==> config.mk <==
export PLATFORM = sky130hd
export DESIGN_NAME = axi_arbiter
export DESIGN_NICKNAME = d
export VERILOG_FILES = /design/src/axi_pkg.sv /design/src/axi_arbiter.sv
export SDC_FILE = /design/constraint.sdc
export NUM_CORES = 1
export LEC_CHECK = 0
export BUFFER_PORTS_ARGS = -buffer_cell sky130_fd_sc_hd__buf_2
export CORE_AREA = 2 2 185 187
export DETAILED_ROUTE_END_ITERATION = 12
export DIE_AREA = 0 0 187 189
export GPL_ROUTABILITY_DRIVEN = 0
export HOLD_SLACK_MARGIN = 0.1
export REMOVE_ABC_BUFFERS = 1
export SKIP_LAST_GASP = 1
export SYNTH_ARGS = -nofsm -noshare
export SYNTH_HDL_FRONTEND = slang
export SYNTH_SLANG_ARGS = --single-unit
export TNS_END_PERCENT = 1
==> constraint.sdc <==
create_clock -name i_clk -period 1.75 [get_ports i_clk]
set_input_delay 0.0875 -clock i_clk [delete_from_list [all_inputs] [get_ports i_clk]]
set_output_delay 0.0875 -clock i_clk [all_outputs]
set_load 0.01 [all_outputs]
==> src/axi_pkg.sv <==
package axi_pkg;

  localparam int AXI_ADDR_W = 32;
  localparam int AXI_DATA_W = 32;
  localparam int AXI_ID_W   = 4;
  localparam int AXI_STRB_W = AXI_DATA_W / 8;
  localparam int AXI_LEN_W  = 8;
  localparam int AXI_SIZE_W = 3;

  localparam logic [1:0] AXI_BURST_INCR = 2'b01;
  localparam logic [1:0] AXI_RESP_OKAY  = 2'b00;

  typedef struct packed {
    logic [AXI_ADDR_W-1:0] addr;
    logic [AXI_ID_W-1:0]   id;
    logic [AXI_LEN_W-1:0]  len;
    logic [AXI_SIZE_W-1:0] size;
    logic [1:0]            burst;
  } axi_aw_t;

  // Read address carries the same fields as write address
  typedef axi_aw_t axi_ar_t;

  typedef struct packed {
    logic [AXI_DATA_W-1:0] data;
    logic [AXI_STRB_W-1:0] strb;
    logic                  last;
  } axi_w_t;

  typedef struct packed {
    logic [1:0]          resp;
    logic [AXI_ID_W-1:0] id;
  } axi_b_t;

  typedef struct packed {
    logic [AXI_DATA_W-1:0] data;
    logic [1:0]            resp;
    logic                  last;
    logic [AXI_ID_W-1:0]   id;
  } axi_r_t;

endpackage

==> src/axi_arbiter.sv <==
`timescale 1ns/1ps

module axi_arbiter
  import axi_pkg::*;
(
  input  logic    i_clk,
  input  logic    i_rst_n,
  input  axi_aw_t i_s0_aw,
  input  logic    i_s0_aw_valid,
  output logic    o_s0_aw_ready,
  input  axi_w_t  i_s0_w,
  input  logic    i_s0_w_valid,
  output logic    o_s0_w_ready,
  output axi_b_t  o_s0_b,
  output logic    o_s0_b_valid,
  input  logic    i_s0_b_ready,
  input  axi_ar_t i_s0_ar,
  input  logic    i_s0_ar_valid,
  output logic    o_s0_ar_ready,
  output axi_r_t  o_s0_r,
  output logic    o_s0_r_valid,
  input  logic    i_s0_r_ready,
  input  axi_ar_t i_s1_ar,
  input  logic    i_s1_ar_valid,
  output logic    o_s1_ar_ready,
  output axi_r_t  o_s1_r,
  output logic    o_s1_r_valid,
  input  logic    i_s1_r_ready,
  output axi_aw_t o_m_aw,
  output logic    o_m_aw_valid,
  input  logic    i_m_aw_ready,
  output axi_w_t  o_m_w,
  output logic    o_m_w_valid,
  input  logic    i_m_w_ready,
  input  axi_b_t  i_m_b,
  input  logic    i_m_b_valid,
  output logic    o_m_b_ready,
  output axi_ar_t o_m_ar,
  output logic    o_m_ar_valid,
  input  logic    i_m_ar_ready,
  input  axi_r_t  i_m_r,
  input  logic    i_m_r_valid,
  output logic    o_m_r_ready
);

  logic       busy;
  logic       owner;
  logic       last_winner;
  logic       pick;
  logic       sel;
  logic [1:0] rd_gnt;
  logic       r_to_s1;
  axi_r_t     r_local;

  // Alternate when both masters ask
  assign pick = (i_s0_ar_valid && i_s1_ar_valid) ? !last_winner : i_s1_ar_valid;
  assign sel  = busy ? owner : pick;

  assign rd_gnt[0] = !sel && (busy || i_s0_ar_valid);
  assign rd_gnt[1] = sel && (busy || i_s1_ar_valid);

  always_ff @(posedge i_clk or negedge i_rst_n) begin
    if (!i_rst_n) begin
      busy        <= 1'b0;
      owner       <= 1'b0;
      last_winner <= 1'b1;
    end else if (!busy && (|rd_gnt)) begin
      busy        <= 1'b1;
      owner       <= sel;
      last_winner <= sel;
    end else if (busy && i_m_r_valid && o_m_r_ready && i_m_r.last) begin
      busy <= 1'b0;
    end
  end

  // Master index goes into the top ID bit
  always_comb begin
    o_m_ar = sel ? i_s1_ar : i_s0_ar;
    o_m_ar.id[AXI_ID_W-1] = o_m_ar.id[AXI_ID_W-1] | sel;
  end

  assign o_m_ar_valid  = (rd_gnt[0] && i_s0_ar_valid) || (rd_gnt[1] && i_s1_ar_valid);
  assign o_s0_ar_ready = rd_gnt[0] && i_m_ar_ready;
  assign o_s1_ar_ready = rd_gnt[1] && i_m_ar_ready;

  assign r_to_s1 = i_m_r.id[AXI_ID_W-1];

  always_comb begin
    r_local = i_m_r;
    r_local.id[AXI_ID_W-1] = 1'b0;
  end

  assign o_s0_r       = r_local;
  assign o_s1_r       = r_local;
  assign o_s0_r_valid = i_m_r_valid && !r_to_s1;
  assign o_s1_r_valid = i_m_r_valid && r_to_s1;
  assign o_m_r_ready  = r_to_s1 ? i_s1_r_ready : i_s0_r_ready;

  // Only the lsu writes
  assign o_m_aw        = i_s0_aw;
  assign o_m_aw_valid  = i_s0_aw_valid;
  assign o_s0_aw_ready = i_m_aw_ready;
  assign o_m_w         = i_s0_w;
  assign o_m_w_valid   = i_s0_w_valid;
  assign o_s0_w_ready  = i_m_w_ready;
  assign o_s0_b        = i_m_b;
  assign o_s0_b_valid  = i_m_b_valid;
  assign o_m_b_ready   = i_s0_b_ready;

endmodule

==> impl_metrics.py <==
metrics = {
    "run_status": {
        "status": "finished with violations",
        "violations": "negative setup slack",
    },
    "min_path": {
        "hp-class": "in2reg",
        "hold_start": "i_m_r_valid",
    },
    "run": {
        "maxCapViolCount": 0,
    },
    "critical_path": {
        "worstPathRequired_ps": 1660,
        "crit_type": "reg2out",
        "startpoint": "last_winner",
        "timing.rr.start": "busy",
        "startpoint_type": "flop",
        "cp_max_fo": 7,
        "cp_data_arrival_time_ps": 1910,
        "crit_path_end_kind": "primary output",
    },
    "global_route": {
        "antenna_found_initial": 0,
        "grt_pass1_vias": 1551,
        "grt_max_degree": 22,
        "gr-total-overflow": 0,
        "track_usage_pct": 18.1,
        "grt_pass1_wl_um": 36700,
    },
    "place": {
        "pre_cts_slack_ps": 4.75,
        "dp.cells": 691,
        "postPlaceCellArea_um2": 2240,
        "dpl.hpwl_um": 32500,
        "numPortBuffers": 163,
    },
    "sta": {
        "timing.fmax_ghz": 0.500,
        "rsz0062_at_grt": "yes",
        "fin_crit_ps": 2000,
        "setup_tns_ps": -10410,
        "fin_skew_ps": 0.845,
        "finalHoldViolations": 0,
        "period_share_pct": 114,
        "setup_violations": 48,
        "setup_ws_ps": -249,
        "drv_slew": 0,
    },
    "pwr": {
        "ir_drop_mv": 0.680,
        "power.total_uw": 2080,
        "power_density_nw_per_um2": 802,
        "leakage_uw": 0.00118,
    },
    "cells_and_area": {
        "post_route_cells_drive_above_1_share_pct": 88.6,
        "seq_area_um2": 76.3,
        "final_cell_area_um2": 2590,
        "layout_common_cells": "buf_2 (154), mux2_2 (30), buf_6 (11)",
        "final_common_cell": "buf_2",
        "finalNonFillerCells": 702,
        "diodes": 0,
        "multiInputGateArea_um2": 736,
        "nFillCells": 3899,
        "area_growth_pct": 20.1,
        "final_nets": 498,
    },
    "drt": {
        "drt-total-wl_um": 34300,
        "drt-met1-wl_um": 4220,
        "drc": 0,
        "met3_length_um": 10300,
        "drtPass1Iterations": 4,
        "vias_per_cell": 2.50,
        "wl_met2_um": 19300,
        "wl_per_cell_um": 48.8,
        "ant_nets": 0,
        "drt_iter0_drc": 36,
        "dr_total_vias": 1753,
        "top_layer": "met5",
    },
    "clocking": {
        "cts_max_level": 1,
        "clk_pin_slew_worst_paths_ps": 30,
        "cts_tree": "yes",
        "clockRootBuffer": "clkbuf_16",
        "insertion_delay_ps": 220,
        "clock-sinks": 3,
        "cts_buffer_depth": 2,
        "numCtsBuffers": 3,
    },
    "logic_synthesis": {
        "synth-seq-area-share_pct": 3.54,
        "synthTopCellsByArea": "buf_4 (61%), mux2_2 (20%), mux2_1 (6.3%)",
        "netlist.area_leader.share_pct": 61.3,
        "syn_avg_cell_area_um2": 8.55,
        "yosysTopAreaCell": "buf_4",
        "ys_warn_count": 0,
        "syn_area_um2": 2160,
        "ys_types": 20,
        "synthCells": 252,
        "synth-seq-cells": 3,
    },
    "floorplanning": {
        "num_rows": 67,
        "chipHeight_um": 189,
        "dieWidth_um": 187,
        "io_pins": 474,
        "initial_core_util_pct": 6.48,
        "fp.dieArea_um2": 35300,
        "coreArea_um2": 33300,
    },
}
==> cells in the mapped netlist, drive strengths merged <==
master  instances
a31oi           1
buf           182
dfstp           1
a41oi           1
a22oi           1
a22o            1
nand2           1
nor3            1
nand2b          3
and2            1
conb            1
o211a           1
a21oi           1
nor2b           3
dfrtp           2
inv             1
mux2           50
==> layer usage <==
metal / vias up / track usage [%]
met3: 9 / 26.7
met2: 427 / 37.2
met5: - / 3.43
met1: 677 / 5.34
met4: 2 / 1.34
li1: 638 / -
==> registers in the layout, indices dropped and copies added, names as in the netlist <==
name / cells
last_winner: 1
owner: 1
busy: 1
==> logic make-up (layout without fill, tap and decap cells) <==
group | Yosys count | count (layout) | synth area share (%)
flip-flops | 3 | 3 | 3.54
buffers and inverters | 183 | 184 | 64.6
other | 1 | 2 | 0.174
AND/OR/NAND/NOR | 9 | 9 | 2.79
multiplexers | 50 | 50 | 26.1
AO/OA/AOI/OAI | 6 | 6 | 2.79
==> final cells by class <==
class	count	area share (%)
clock buffers	4	3.04
inverters	1	0.145
multi-input cells	67	28.4
flip-flops and latches	3	2.95
well taps	448	21.6
repair buffers	179	43.8
==> metrics by stage <==
| stage | hold WS [ps] | util [%] |
|---|---|---|
| detailed placement | -116 | 6.73 |
| CTS | 113 | 7.00 |
| floorplan | -208 | - |
| global placement | -116 | 6.73 |
| finish | 114 | 7.78 |
| global route | 120 | 7.78 |
==> what timing repair did <==
item	4_1_cts	5_1_grt
setup endpoints to repair	48	49
hold endpoints to repair	3	0
gates resized for setup	0	30
hold buffers	1	0
pin swaps	0	2
gates cloned	0	3
setup buffers	0	3
==> critical path, stage by stage (launching register included) <==
cell,delay (ps)
dfstp_2,540
nand2_4,60
a22oi_4,170
buf_12,160
buf_16,170
clkbuf_16,160
mux2_4,300
buf_6,120
==> power breakdown <==
part / internal, uW / switching (uW)
Sequential: 90.8 / 20.9
Combinational: 939 / 661
Clock: 301 / 64.0
Total: 1330 / 746
==> worst paths after layout <==
path,endpoint,slack [ps],depth (start not counted)
max,o_m_ar[38],-250,7
min,busy,110,2
max reg2reg,last_winner,640,3
min reg2reg,owner,610,1
max in group asynchronous,last_winner,1370,2
min in group asynchronous,owner,190,2
No activity file was read; power rests on OpenSTA's default activity.
