==> src/axi_pkg.sv <==
package axi_pkg;

  localparam int AXI_ADDR_W = 32;
  localparam int AXI_DATA_W = 32;
  localparam int AXI_ID_W   = 4;
  localparam int AXI_STRB_W = AXI_DATA_W / 8;
  localparam int AXI_LEN_W  = 8;
  localparam int AXI_SIZE_W = 3;

  localparam logic [1:0] AXI_BURST_INCR = 2'b01;
  localparam logic [1:0] AXI_RESP_OKAY  = 2'b00;

  typedef struct packed {
    logic [AXI_ADDR_W-1:0] addr;
    logic [AXI_ID_W-1:0]   id;
    logic [AXI_LEN_W-1:0]  len;
    logic [AXI_SIZE_W-1:0] size;
    logic [1:0]            burst;
  } axi_aw_t;

  // Read address carries the same fields as write address
  typedef axi_aw_t axi_ar_t;

  typedef struct packed {
    logic [AXI_DATA_W-1:0] data;
    logic [AXI_STRB_W-1:0] strb;
    logic                  last;
  } axi_w_t;

  typedef struct packed {
    logic [1:0]          resp;
    logic [AXI_ID_W-1:0] id;
  } axi_b_t;

  typedef struct packed {
    logic [AXI_DATA_W-1:0] data;
    logic [1:0]            resp;
    logic                  last;
    logic [AXI_ID_W-1:0]   id;
  } axi_r_t;

endpackage

==> src/lsu_pkg.sv <==
package lsu_pkg;

  localparam int CPU_WIDTH       = 32;
  localparam int LSU_OPT_WIDTH   = 4;
  localparam int MEM_DEPTH_WORDS = 256;

  // Bit 0 set marks a store
  typedef enum logic [LSU_OPT_WIDTH-1:0] {
    LSU_NOP = 4'b0000,
    LSU_LB  = 4'b0010,
    LSU_LH  = 4'b0100,
    LSU_LW  = 4'b0110,
    LSU_LBU = 4'b1000,
    LSU_LHU = 4'b1010,
    LSU_SB  = 4'b0001,
    LSU_SH  = 4'b0011,
    LSU_SW  = 4'b0101
  } lsu_op_e;

  typedef struct packed {
    lsu_op_e              opt;
    logic [CPU_WIDTH-1:0] addr;
    logic [CPU_WIDTH-1:0] wdata;
  } lsu_req_t;

  typedef struct packed {
    logic [CPU_WIDTH-1:0] data;
  } lsu_rsp_t;

endpackage

==> src/ifu.sv <==
`timescale 1ns/1ps

module ifu
  import axi_pkg::*;
  import lsu_pkg::*;
(
  input  logic                 i_clk,
  input  logic                 i_rst_n,
  input  logic [CPU_WIDTH-1:0] i_pc,
  input  logic                 i_fetch_valid,
  output logic                 o_fetch_ready,
  output logic [CPU_WIDTH-1:0] o_instr,
  output logic                 o_instr_valid,
  input  logic                 i_instr_ready,
  output axi_ar_t              o_ar,
  output logic                 o_ar_valid,
  input  logic                 i_ar_ready,
  input  axi_r_t               i_r,
  input  logic                 i_r_valid,
  output logic                 o_r_ready
);

  typedef enum logic [1:0] {
    ST_INIT,
    ST_IDLE,
    ST_BUSY,
    ST_HOLD
  } state_e;

  state_e               state;
  logic                 accept;
  logic                 r_done;
  logic                 ar_pend;
  logic [CPU_WIDTH-1:0] pc_q;
  logic [CPU_WIDTH-1:0] instr_q;

  assign o_fetch_ready = (state == ST_IDLE);
  assign accept        = o_fetch_ready && i_fetch_valid;
  assign r_done        = (state == ST_BUSY) && i_r_valid && i_r.last;

  always_ff @(posedge i_clk) begin
    if (accept) begin
      pc_q <= {i_pc[CPU_WIDTH-1:2], 2'b00};
    end
    if (r_done) begin
      instr_q <= i_r.data;
    end
  end

  always_ff @(posedge i_clk or negedge i_rst_n) begin
    if (!i_rst_n) begin
      state   <= ST_INIT;
      ar_pend <= 1'b0;
    end else begin
      ar_pend <= accept || (ar_pend && !i_ar_ready);
      case (state)
        ST_INIT: state <= ST_IDLE;
        ST_IDLE: if (i_fetch_valid) state <= ST_BUSY;
        ST_BUSY: if (r_done) state <= i_instr_ready ? ST_IDLE : ST_HOLD;
        default: if (i_instr_ready) state <= ST_IDLE;
      endcase
    end
  end

  // One full word per fetch
  assign o_ar = '{addr: pc_q, id: '0, len: '0, size: AXI_SIZE_W'($clog2(CPU_WIDTH / 8)),
                  burst: AXI_BURST_INCR};
  assign o_ar_valid = ar_pend;
  assign o_r_ready  = (state == ST_BUSY);

  assign o_instr       = (state == ST_HOLD) ? instr_q : i_r.data;
  assign o_instr_valid = r_done || (state == ST_HOLD);

endmodule

==> config.mk <==
export PLATFORM = sky130hd
export DESIGN_NAME = ifu
export DESIGN_NICKNAME = d
export VERILOG_FILES = /design/src/axi_pkg.sv /design/src/lsu_pkg.sv /design/src/ifu.sv
export SDC_FILE = /design/constraint.sdc
export NUM_CORES = 1
export LEC_CHECK = 0
export ABC_AREA = 1
export BUFFER_PORTS_ARGS = -buffer_cell sky130_fd_sc_hd__buf_2
export CORE_MARGIN = 10
export CORE_UTILIZATION = 45
export CTS_CLUSTER_SIZE = 28
export DETAILED_ROUTE_END_ITERATION = 8
export GPL_TIMING_DRIVEN = 0
export MAX_ROUTING_LAYER = met4
export PLACE_DENSITY = 0.83
export SLEW_MARGIN = 20
export SYNTH_ARGS = -nofsm -noshare
export SYNTH_HDL_FRONTEND = slang
export SYNTH_SLANG_ARGS = --single-unit
export TNS_END_PERCENT = 50
==> constraint.sdc <==
create_clock -name i_clk -period 3.4 [get_ports i_clk]
set_clock_uncertainty 0.05 [all_clocks]
set_input_delay 0.17 -clock i_clk [delete_from_list [all_inputs] [get_ports i_clk]]
set_output_delay 0.17 -clock i_clk [all_outputs]
set_load 0.01 [all_outputs]
==> metrics.md <==
| Metric | Value |
|---|---|
| Ranking of synthesized cells by area | edfxtp_1 68%, nand2_1 13%, buf_4 5.7% |
| Num CTS Buffers | 9 |
| Non-Filler Instances | 532 |
| PortBufs | 134 |
| P_int | 1.68 mW |
| Slew Limit Headroom | 0.311 |
| WP buf/inv | 2 |
| Sw Share | 0.328 |
| Area grow syn2layout | 60.7% |
| Syn Inst Count | 225 |
| Die height | 98.1 um |
| Final setup vio count | 0 |
| Final slew viol count | 0 |
| Fin crit share | 0.672 |
| Setup crit start kind | register |
| Clk network pwr share | 0.256 |
| Vias | 2,346 |
| Slew at the pin closest to its max-slew limit | 1.03 ns |
| Root Driver | clkbuf_8 |
| Die area | 9620 sq um |
| Crit-path cells | inv_1, ha_1, nand2_1, clkinv_1 |
| Sequential power share | 0.419 |
| Required time of the critical path | 3.11 ns |
| Clk sink count | 65 |
| Initial cell density of the core | 0.464 |
| Max Root-Sink Buffers | 2 |
| All-Layer GR Usage | 0.176 |
| CP max FO | 30 |
| Hold crit path type | in2reg |
| Seq cells post-synth | 65 |
| Top cell family by delay on the critical path | buffers and inverters |
| Worst-skew pair later-pin latency | 0.33 ns |
| Final-layout fill cell count | 416 |
| Die X | 98.1 um |
| Final Hold Fails | 0 |
| Unique masters post-synth | 19 |
| Detailed Place HPWL | 5690 um |
| Sequential share of the synthesized area | 0.706 |
| Warnings, synthesis | 0 |
| Logic pwr share | 0.325 |
| Largest area contributor in the netlist | edfxtp_1 |
| Pre-antenna DRT Iters | 4 |
| H-tree Lvls | 3 |
| TritonCTS clock tree | built |
| Maximum VDD drop | 0.505 mV |
| Crit path arrival time | 2.00 ns |
| Cell Pwr Density | 565 nW/um^2 |
| Vias in the first global route | 2,536 |
| Max incr delay on CP | 0.79 ns |
| DR WL/cell | 15.8 um |
| Max frequency | 438 MHz |
| Static leakage | 2.11 nW |
| First-pass GRT wire length | 13,100 um |
| # rows | 28 |
| I/O pin cnt | 162 |
| Net count of the finished layout | 533 |
| Element type at the critical path end | register |
| Antenna-violating nets left | 0 |
| Total gr overflow | 0 |
| Core footprint | 5920 sq um |
| Switching pwr | 0.816 mW |
| Via density | 4.41 |
| Status | finished, final reports clean |
| Initial antenna violation count | 1 |
| Gp weighted congestion | 0.765 |
| Area share of the largest cell type after synthesis | 0.678 |
| Setup CP Type | reg2reg |
| Setup tns final | 0 ns |
| Mapped Area | 2750 sq um |
| Share of layout cells above drive strength 1 | 0.419 |
| Reg clk slew, reported paths | 0.07 ns |
| Slowest-stage cell, CP | clkinv_1 |
| DR iter-0 viols | 90 |
| WL final | 8410 um |
| Final worst path period need | 2.28 ns |
| Placed Cells | 451 |
| DRC violations left | 0 |
| Synth Area per Inst | 12.2 sq um |
| RSZ-0062 raised after global routing | no |
| Post-layout util | 0.745 |
| Pin count of the biggest net entering global routing | 33 |
| Max-cap violations | 0 |
## logic make-up after synthesis
family                   after synthesis  synth area share
AND/OR/NAND/NOR                      114             0.173
flip-flops                            65             0.706
buffers and inverters                 36            0.0893
adder cells (fa/ha/maj)                5            0.0228
AO/OA/AOI/OAI                          3           0.00638
other                                  2           0.00274
## cells in the final DEF (no fill, tap or decap), types with 2 or more instances in the layout
| cell | Yosys | routed |
|---|---|---|
| nand2_1 | 95 | 95 |
| conb_1 | 2 | 19 |
| buf_4 | 21 | 21 |
| buf_2 | 2 | 136 |
| ha_1 | 5 | 5 |
| nor2_1 | 3 | 3 |
| clkinv_1 | 0 | 3 |
| inv_1 | 9 | 7 |
| buf_6 | 2 | 2 |
| nand3_2 | 2 | 2 |
| dlygate4sd3_1 | 0 | 64 |
| nand2_2 | 12 | 12 |
| clkbuf_8 | 0 | 9 |
| edfxtp_1 | 62 | 62 |
| clkinvlp_4 | 0 | 2 |
| dfrtp_1 | 3 | 3 |
## stage by stage
step                instance area, sq um  hold WS (ns)  setup slack [ns]  total power, mW
floorplan                           2810        -0.176              1.43             1.50
global route                        4410        0.0851             0.942             2.64
detailed placement                  3570       -0.0765              1.27             1.81
CTS                                 4410        0.0241              1.24             2.50
finish                              4410        0.0394              1.12             2.49
global placement                    3570       -0.0757              1.18             1.78
## registers in the layout (all words and copies together), names as in the netlist
name and flops:
instr_q 32, pc_q 30, state 2, o_ar_valid 1
## worst register-to-register path, stage by stage, from the launching register on
cell and delay, ns:
dfrtp_1 0.42, inv_1 0.10, ha_1 0.25, nand2_1 0.10, clkinv_1 0.79
## area by class of cell
cell class                      count  area [sq um]  area share
Sequential cell                    65          1940       0.439
Inverter                           10          40.0     0.00908
Buffer                             26           205      0.0465
Clock buffer                        9           124      0.0281
Clock inverter                      7          70.1      0.0159
Multi-Input combinational cell    141           627       0.142
Timing Repair Buffer              198          1310       0.297
Antenna cell                        1          2.50    0.000567
Tap cell                           75          93.8      0.0213
## cell usage after synthesis
cell type and n:
a21boi_1 1, a21oi_1 1, buf_2 2, buf_4 21
buf_6 2, buf_8 1, conb_1 2, dfrtp_1 3
edfxtp_1 62, ha_1 5, inv_1 9, inv_4 1
nand2_1 95, nand2_2 12, nand3_2 2, nand4_1 1
nor2_1 3, nor2_2 1, o21ai_0 1
## metal layers
| layer | vias up | share of wire | GRT usage |
|---|---|---|---|
| li1 | 1148 | - | - |
| met1 | 1079 | 0.35 | 0.165 |
| met2 | 98 | 0.56 | 0.330 |
| met3 | 21 | 0.060 | 0.0395 |
| met4 | 0 | 0.028 | 0.0783 |
| met5 | - | 0 | - |
## final timing paths
| path | startpoint | slack, ns | to | cells past startpoint |
|---|---|---|---|---|
| worst max-delay path | state[1] | 1.12 | pc_q[9] | 4 |
| worst min-delay path | i_fetch_valid | 0.04 | o_ar_valid | 3 |
| worst max register to register | state[1] | 1.12 | pc_q[9] | 4 |
| worst min register to register | o_ar_valid | 0.48 | o_ar_valid | 2 |
| max in group asynchronous | i_rst_n | 3.05 | o_ar_valid | 2 |
| min in group asynchronous | i_rst_n | 0.14 | state[1] | 2 |
## power groups by stage
stage	registers, mW	logic (mW)	clock network [mW]
after global placement	1.05	0.729	0
after global routing	1.06	0.896	0.685
final	1.04	0.810	0.637
after CTS	1.04	0.809	0.648
after detailed placement	1.06	0.747	0
after floorplan	1.09	0.408	0
## what timing repair did
item / CTS / global route
hold buffers: 64 / 0
setup buffers: 0 / 0
endpoints found under the hold margin: 66 / 0
resized for setup: 0 / 0
No activity file was read; power rests on OpenSTA's default activity.
