File: src/axi_pkg.sv
package axi_pkg;

  localparam int AXI_ADDR_W = 32;
  localparam int AXI_DATA_W = 32;
  localparam int AXI_ID_W   = 4;
  localparam int AXI_STRB_W = AXI_DATA_W / 8;
  localparam int AXI_LEN_W  = 8;
  localparam int AXI_SIZE_W = 3;

  localparam logic [1:0] AXI_BURST_INCR = 2'b01;
  localparam logic [1:0] AXI_RESP_OKAY  = 2'b00;

  typedef struct packed {
    logic [AXI_ADDR_W-1:0] addr;
    logic [AXI_ID_W-1:0]   id;
    logic [AXI_LEN_W-1:0]  len;
    logic [AXI_SIZE_W-1:0] size;
    logic [1:0]            burst;
  } axi_aw_t;

  // Read address carries the same fields as write address
  typedef axi_aw_t axi_ar_t;

  typedef struct packed {
    logic [AXI_DATA_W-1:0] data;
    logic [AXI_STRB_W-1:0] strb;
    logic                  last;
  } axi_w_t;

  typedef struct packed {
    logic [1:0]          resp;
    logic [AXI_ID_W-1:0] id;
  } axi_b_t;

  typedef struct packed {
    logic [AXI_DATA_W-1:0] data;
    logic [1:0]            resp;
    logic                  last;
    logic [AXI_ID_W-1:0]   id;
  } axi_r_t;

endpackage

File: src/lsu_pkg.sv
package lsu_pkg;

  localparam int CPU_WIDTH       = 32;
  localparam int LSU_OPT_WIDTH   = 4;
  localparam int MEM_DEPTH_WORDS = 256;

  // Bit 0 set marks a store
  typedef enum logic [LSU_OPT_WIDTH-1:0] {
    LSU_NOP = 4'b0000,
    LSU_LB  = 4'b0010,
    LSU_LH  = 4'b0100,
    LSU_LW  = 4'b0110,
    LSU_LBU = 4'b1000,
    LSU_LHU = 4'b1010,
    LSU_SB  = 4'b0001,
    LSU_SH  = 4'b0011,
    LSU_SW  = 4'b0101
  } lsu_op_e;

  typedef struct packed {
    lsu_op_e              opt;
    logic [CPU_WIDTH-1:0] addr;
    logic [CPU_WIDTH-1:0] wdata;
  } lsu_req_t;

  typedef struct packed {
    logic [CPU_WIDTH-1:0] data;
  } lsu_rsp_t;

endpackage

File: src/lsu.sv
`timescale 1ns/1ps

module lsu
  import axi_pkg::*;
  import lsu_pkg::*;
(
  input  logic     i_clk,
  input  logic     i_rst_n,
  input  lsu_req_t i_lsu_req,
  input  logic     i_lsu_valid,
  output logic     o_lsu_ready,
  output lsu_rsp_t o_lsu_rsp,
  output logic     o_lsu_post_valid,
  input  logic     i_lsu_post_ready,
  output axi_aw_t  o_aw,
  output logic     o_aw_valid,
  input  logic     i_aw_ready,
  output axi_w_t   o_w,
  output logic     o_w_valid,
  input  logic     i_w_ready,
  input  axi_b_t   i_b,
  input  logic     i_b_valid,
  output logic     o_b_ready,
  output axi_ar_t  o_ar,
  output logic     o_ar_valid,
  input  logic     i_ar_ready,
  input  axi_r_t   i_r,
  input  logic     i_r_valid,
  output logic     o_r_ready
);

  typedef enum logic [2:0] {
    ST_INIT,
    ST_IDLE,
    ST_WR,
    ST_RD,
    ST_RESP
  } state_e;

  state_e                state;
  state_e                state_next;
  logic                  accept;
  logic                  store_req;
  logic                  nop_req;
  logic                  done_now;
  logic                  aw_pend;
  logic                  w_pend;
  logic                  ar_pend;
  logic [AXI_SIZE_W-1:0] size_d;
  logic [AXI_STRB_W-1:0] mask_d;
  lsu_op_e               opt_q;
  logic [CPU_WIDTH-1:0]  addr_q;
  logic [AXI_SIZE_W-1:0] size_q;
  logic [AXI_STRB_W-1:0] strb_q;
  logic [AXI_DATA_W-1:0] wdata_q;
  logic [CPU_WIDTH-1:0]  rdata_sh;
  logic [CPU_WIDTH-1:0]  load_ext;
  logic [CPU_WIDTH-1:0]  rsp_now;
  logic [CPU_WIDTH-1:0]  rsp_q;

  assign store_req   = i_lsu_req.opt[0];
  assign nop_req     = (i_lsu_req.opt == LSU_NOP);
  assign o_lsu_ready = (state == ST_IDLE);
  assign accept      = o_lsu_ready && i_lsu_valid;

  // Access size and byte mask
  always_comb begin
    case (i_lsu_req.opt)
      LSU_LB, LSU_LBU, LSU_SB: begin
        size_d = 3'd0;
        mask_d = 4'b0001;
      end
      LSU_LH, LSU_LHU, LSU_SH: begin
        size_d = 3'd1;
        mask_d = 4'b0011;
      end
      default: begin
        size_d = 3'd2;
        mask_d = 4'b1111;
      end
    endcase
  end

  always_ff @(posedge i_clk) begin
    if (accept) begin
      opt_q   <= i_lsu_req.opt;
      addr_q  <= i_lsu_req.addr;
      size_q  <= size_d;
      strb_q  <= mask_d << i_lsu_req.addr[1:0];
      wdata_q <= i_lsu_req.wdata << {i_lsu_req.addr[1:0], 3'b000};
      rsp_q   <= '0;
    end else if (done_now) begin
      rsp_q <= rsp_now;
    end
  end

  always_ff @(posedge i_clk or negedge i_rst_n) begin
    if (!i_rst_n) begin
      state   <= ST_INIT;
      aw_pend <= 1'b0;
      w_pend  <= 1'b0;
      ar_pend <= 1'b0;
    end else begin
      state   <= state_next;
      aw_pend <= (accept && store_req) || (aw_pend && !i_aw_ready);
      w_pend  <= (accept && store_req) || (w_pend && !i_w_ready);
      ar_pend <= (accept && !store_req && !nop_req) || (ar_pend && !i_ar_ready);
    end
  end

  assign done_now = ((state == ST_WR) && i_b_valid) ||
                    ((state == ST_RD) && i_r_valid && i_r.last);

  always_comb begin
    state_next = state;
    case (state)
      ST_INIT: state_next = ST_IDLE;
      ST_IDLE: begin
        if (i_lsu_valid) begin
          if (nop_req) begin
            state_next = ST_RESP;
          end else if (store_req) begin
            state_next = ST_WR;
          end else begin
            state_next = ST_RD;
          end
        end
      end
      ST_WR, ST_RD: begin
        if (done_now) begin
          state_next = i_lsu_post_ready ? ST_IDLE : ST_RESP;
        end
      end
      ST_RESP: begin
        if (i_lsu_post_ready) begin
          state_next = ST_IDLE;
        end
      end
      default: state_next = ST_IDLE;
    endcase
  end

  assign o_aw = '{addr: addr_q, id: '0, len: '0, size: size_q, burst: AXI_BURST_INCR};
  assign o_ar = o_aw;
  assign o_w  = '{data: wdata_q, strb: strb_q, last: 1'b1};

  assign o_aw_valid = aw_pend;
  assign o_w_valid  = w_pend;
  assign o_ar_valid = ar_pend;
  assign o_b_ready  = (state == ST_WR);
  assign o_r_ready  = (state == ST_RD);

  // Bring the addressed lane down to bit 0
  assign rdata_sh = i_r.data >> {addr_q[1:0], 3'b000};

  always_comb begin
    case (opt_q)
      LSU_LB:  load_ext = {{(CPU_WIDTH - 8){rdata_sh[7]}}, rdata_sh[7:0]};
      LSU_LH:  load_ext = {{(CPU_WIDTH - 16){rdata_sh[15]}}, rdata_sh[15:0]};
      LSU_LBU: load_ext = {{(CPU_WIDTH - 8){1'b0}}, rdata_sh[7:0]};
      LSU_LHU: load_ext = {{(CPU_WIDTH - 16){1'b0}}, rdata_sh[15:0]};
      default: load_ext = rdata_sh;
    endcase
  end

  // Stores answer with zero
  assign rsp_now = (state == ST_RD) ? load_ext : '0;

  assign o_lsu_rsp.data   = (state == ST_RESP) ? rsp_q : rsp_now;
  assign o_lsu_post_valid = done_now || (state == ST_RESP);

endmodule

File: config.mk
export PLATFORM = sky130hd
export DESIGN_NAME = lsu
export DESIGN_NICKNAME = d
export VERILOG_FILES = /design/src/axi_pkg.sv /design/src/lsu_pkg.sv /design/src/lsu.sv
export SDC_FILE = /design/constraint.sdc
export NUM_CORES = 1
export LEC_CHECK = 0
export BUFFER_PORTS_ARGS = -buffer_cell sky130_fd_sc_hd__clkbuf_2
export CAP_MARGIN = 20
export CORE_AREA = 2 2 121 123
export DETAILED_ROUTE_END_ITERATION = 8
export DIE_AREA = 0 0 123 125
export PLACE_DENSITY = 0.77
export SLEW_MARGIN = 30
export SYNTH_ARGS = -nofsm -noshare
export SYNTH_HDL_FRONTEND = slang
export SYNTH_SLANG_ARGS = --single-unit
File: constraint.sdc
create_clock -name i_clk -period 3.6 [get_ports i_clk]
set_clock_uncertainty 0.05 [all_clocks]
set_input_delay 0.54 -clock i_clk [delete_from_list [all_inputs] [get_ports i_clk]]
set_output_delay 0.54 -clock i_clk [all_outputs]
set_load 0.02 [all_outputs]
==> impl_metrics.json <==
{
  "dp_hpwl_um": 10700,
  "worst-path-buf-inv": 1,
  "worstSetupStartpoint": "opt_q[3]",
  "number_of_antenna_violations_at_the_first_check_in_global_routing": 0,
  "timing_hold_violations_final": 0,
  "fin_tns_setup_ps": 0,
  "layout_common_cells": "sky130_fd_sc_hd__clkbuf_2, sky130_fd_sc_hd__edfxtp_1, sky130_fd_sc_hd__nand2_1",
  "rr_worst_depth": 4,
  "area_delta_synth_final_pct": 22.9,
  "cts_tree": "built",
  "post_cts_resized": 0,
  "initialDrtViolationCount": 334,
  "die_height_um": 125,
  "critical_path.top_delay_family": "compound AO/OA/AOI/OAI gates",
  "vias": 4592,
  "clock_tree.buffer_depth": 2,
  "cts.repair_timing.setup_buffer_count": 0,
  "grt_start_max_net_pins": 41,
  "drt_pre_antenna_iters": 4,
  "h_tree_lvl_count": 3,
  "yosysSeqAreaShare_pct": 51.8,
  "holdBufCountCts": 1,
  "vias_per_cell": 5.01,
  "drc_violation_count_after_routing": 0,
  "fmax_achieved_mhz": 303,
  "wire_per_inst_um": 15.4,
  "dieWidth_um": 123,
  "holdWs_ps": 309,
  "io_buffers": 252,
  "diodes": 0,
  "setup_viol": 0,
  "drv_slew": 0,
  "tritoncts.num_buffers": 9,
  "critical_path_required_ps": 3010,
  "synthTopCellsByArea": "sky130_fd_sc_hd__edfxtp_1, sky130_fd_sc_hd__dfxtp_1, sky130_fd_sc_hd__buf_4",
  "cp.arrival_ps": 2710,
  "critical_path_sink_type": "output pin",
  "syn_area_um2": 5820,
  "design.final.nets": 849,
  "worst_path_max_delay_cell": "sky130_fd_sc_hd__a221o_2",
  "final.fill_count": 1307,
  "setup.worst_path.class": "reg2out",
  "first_global_vias": 4083,
  "outcome": "finished clean",
  "final_design_area_no_fill_um2": 7150,
  "grtUsageTotal_pct": 17.7,
  "critical_path_peak_fanout": 32,
  "yosys.cell_types.count": 46,
  "ant_nets": 0,
  "overflow": 0,
  "floorplan.die_area_um2": 15400,
  "vdd_drop_max_v": 0.000417,
  "grt_setup_unrepaired": "no",
  "power-per-cell-area_nw_per_um2": 675,
  "synth_async_sr_flop_share_pct": 5.36,
  "tightestPinTransition_ps": 964,
  "crit_cells": 5,
  "finalCritPeriodShare_pct": 91.6,
  "syn-instance-count": 528,
  "hold_start": "i_lsu_req[35]",
  "netlist.top_cell.by_area": "sky130_fd_sc_hd__edfxtp_1",
  "synth-seq-cells": 112,
  "clk_root_buffer_cell": "sky130_fd_sc_hd__clkbuf_16",
  "post-route-min-period_ps": 3300,
  "drive_above_1_share_pct": 39.6,
  "wire_length_of_the_first_global_routing_pass_um": 21100,
  "ys_warn_count": 0,
  "worst_hold_path.num_cells": 1,
  "ios": 296,
  "placement_rows": 44,
  "placedInstanceArea_um2": 6810,
  "synth_edf_count": 74,
  "startpoint_type": "flop",
  "layout.cells.most_common": "sky130_fd_sc_hd__clkbuf_2",
  "worst_path_largest_cell_delay_ps": 610,
  "clkTransAtPathRegs_ps": 80,
  "maxSlewHeadroom_pct": 35.7,
  "path_cells": "o21ai_1, or3b_1, a221o_2, a32o_1, clkbuf_2",
  "clock_latency_ps": 340,
  "synth_top_area_share_pct": 38.2,
  "place.gp.congestion": 0.909,
  "synth_flop_cell": "sky130_fd_sc_hd__edfxtp_1",
  "postRouteWirelength_um": 14100,
  "starting_density_pct": 41.0,
  "max_cap_violations": 0,
  "coreArea_um2": 14200,
  "worstHoldPathType": "in2reg",
  "cts_sinks": 112,
  "reg2reg_from": "opt_q[3]",
  "static-leakage-power_nw": 3.23,
  "syn_avg_cell_area_um2": 11.0
}
-- power by group --
part,internal [mW],leakage [nW],switching [mW]
clock network,0.619,0.154,0.469
logic,0.611,2.05,1.22
registers,1.74,1.02,0.163
total,2.97,3.23,1.85
-- final cells by class --
type	instances	area, um2	share of cell area [%]
sequential	112	3010	42.1
multi-input combinational	333	2210	30.8
timing repair buffer	262	1340	18.7
tap	184	230	3.22
clock buffer	9	225	3.15
clock inverter	7	104	1.45
inverter	9	35.0	0.490
-- kinds of logic after synthesis --
logic type	Yosys count	synth area share (%)
other cells	2	0.129
simple gates	129	10.7
flops	112	51.8
mux	40	8.60
buf+inv	112	12.3
compound gates	131	16.2
xor+xnor	2	0.301
-- state kept, by name (all words and copies together) (netlist names) --
signal / count
addr_q: 32
o_ar_valid: 1
o_aw_valid: 1
o_w_valid: 1
opt_q: 4
rsp_q: 32
size_q: 2
state: 3
strb_q: 4
wdata_q: 32
-- metrics by stage --
stage | power, mW | worst slack (ps) | util (%) | std cells
after floorplan | 3.29 | 972 | - | 557
after global placement | 3.74 | 516 | 48.0 | 899
after detailed placement | 3.77 | 507 | 48.0 | 899
after CTS | 4.86 | 112 | 50.3 | 916
after global routing | 5.09 | 174 | 50.4 | 916
final | 4.83 | 302 | 50.4 | 916
-- per-layer routing --
metal	global-route usage, %	vias up	share of wire, %
met1	22.5	2131	41
met3	2.55	24	6.3
met5	0	-	0
li1	-	2248	-
met2	30.0	189	50
met4	7.42	0	2.5
-- cells in the mapped netlist, types with 2 or more instances --
master,n
sky130_fd_sc_hd__edfxtp_1,74
sky130_fd_sc_hd__buf_4,66
sky130_fd_sc_hd__nand2_1,60
sky130_fd_sc_hd__a32o_1,32
sky130_fd_sc_hd__dfxtp_1,32
sky130_fd_sc_hd__mux2i_1,32
sky130_fd_sc_hd__a21oi_1,27
sky130_fd_sc_hd__o21ai_0,27
sky130_fd_sc_hd__clkbuf_1,25
sky130_fd_sc_hd__and2_1,18
sky130_fd_sc_hd__nor2_1,18
sky130_fd_sc_hd__o2bb2ai_1,13
sky130_fd_sc_hd__inv_1,9
sky130_fd_sc_hd__nor2b_1,9
sky130_fd_sc_hd__a211oi_1,8
sky130_fd_sc_hd__a21o_1,8
sky130_fd_sc_hd__mux4_2,8
sky130_fd_sc_hd__buf_6,6
sky130_fd_sc_hd__dfrtp_1,6
sky130_fd_sc_hd__nor3_1,5
sky130_fd_sc_hd__o22ai_1,4
sky130_fd_sc_hd__buf_1,3
sky130_fd_sc_hd__buf_2,3
sky130_fd_sc_hd__nand3_1,3
sky130_fd_sc_hd__nor3b_1,3
sky130_fd_sc_hd__a32oi_1,2
sky130_fd_sc_hd__conb_1,2
sky130_fd_sc_hd__nand2b_1,2
sky130_fd_sc_hd__nand3b_1,2
sky130_fd_sc_hd__nor4b_1,2
sky130_fd_sc_hd__o21ai_1,2
sky130_fd_sc_hd__or3_1,2
sky130_fd_sc_hd__xor2_1,2
-- final timing paths --
kind                                  to  slack, ps
max                        o_lsu_rsp[28]        300
min                            addr_q[3]        310
max reg2reg                    rsp_q[16]       1290
min reg2reg                     rsp_q[6]        410
max in group asynchronous      o_w_valid       2860
min in group asynchronous     o_aw_valid        490
No activity file was read; power rests on OpenSTA's default activity.
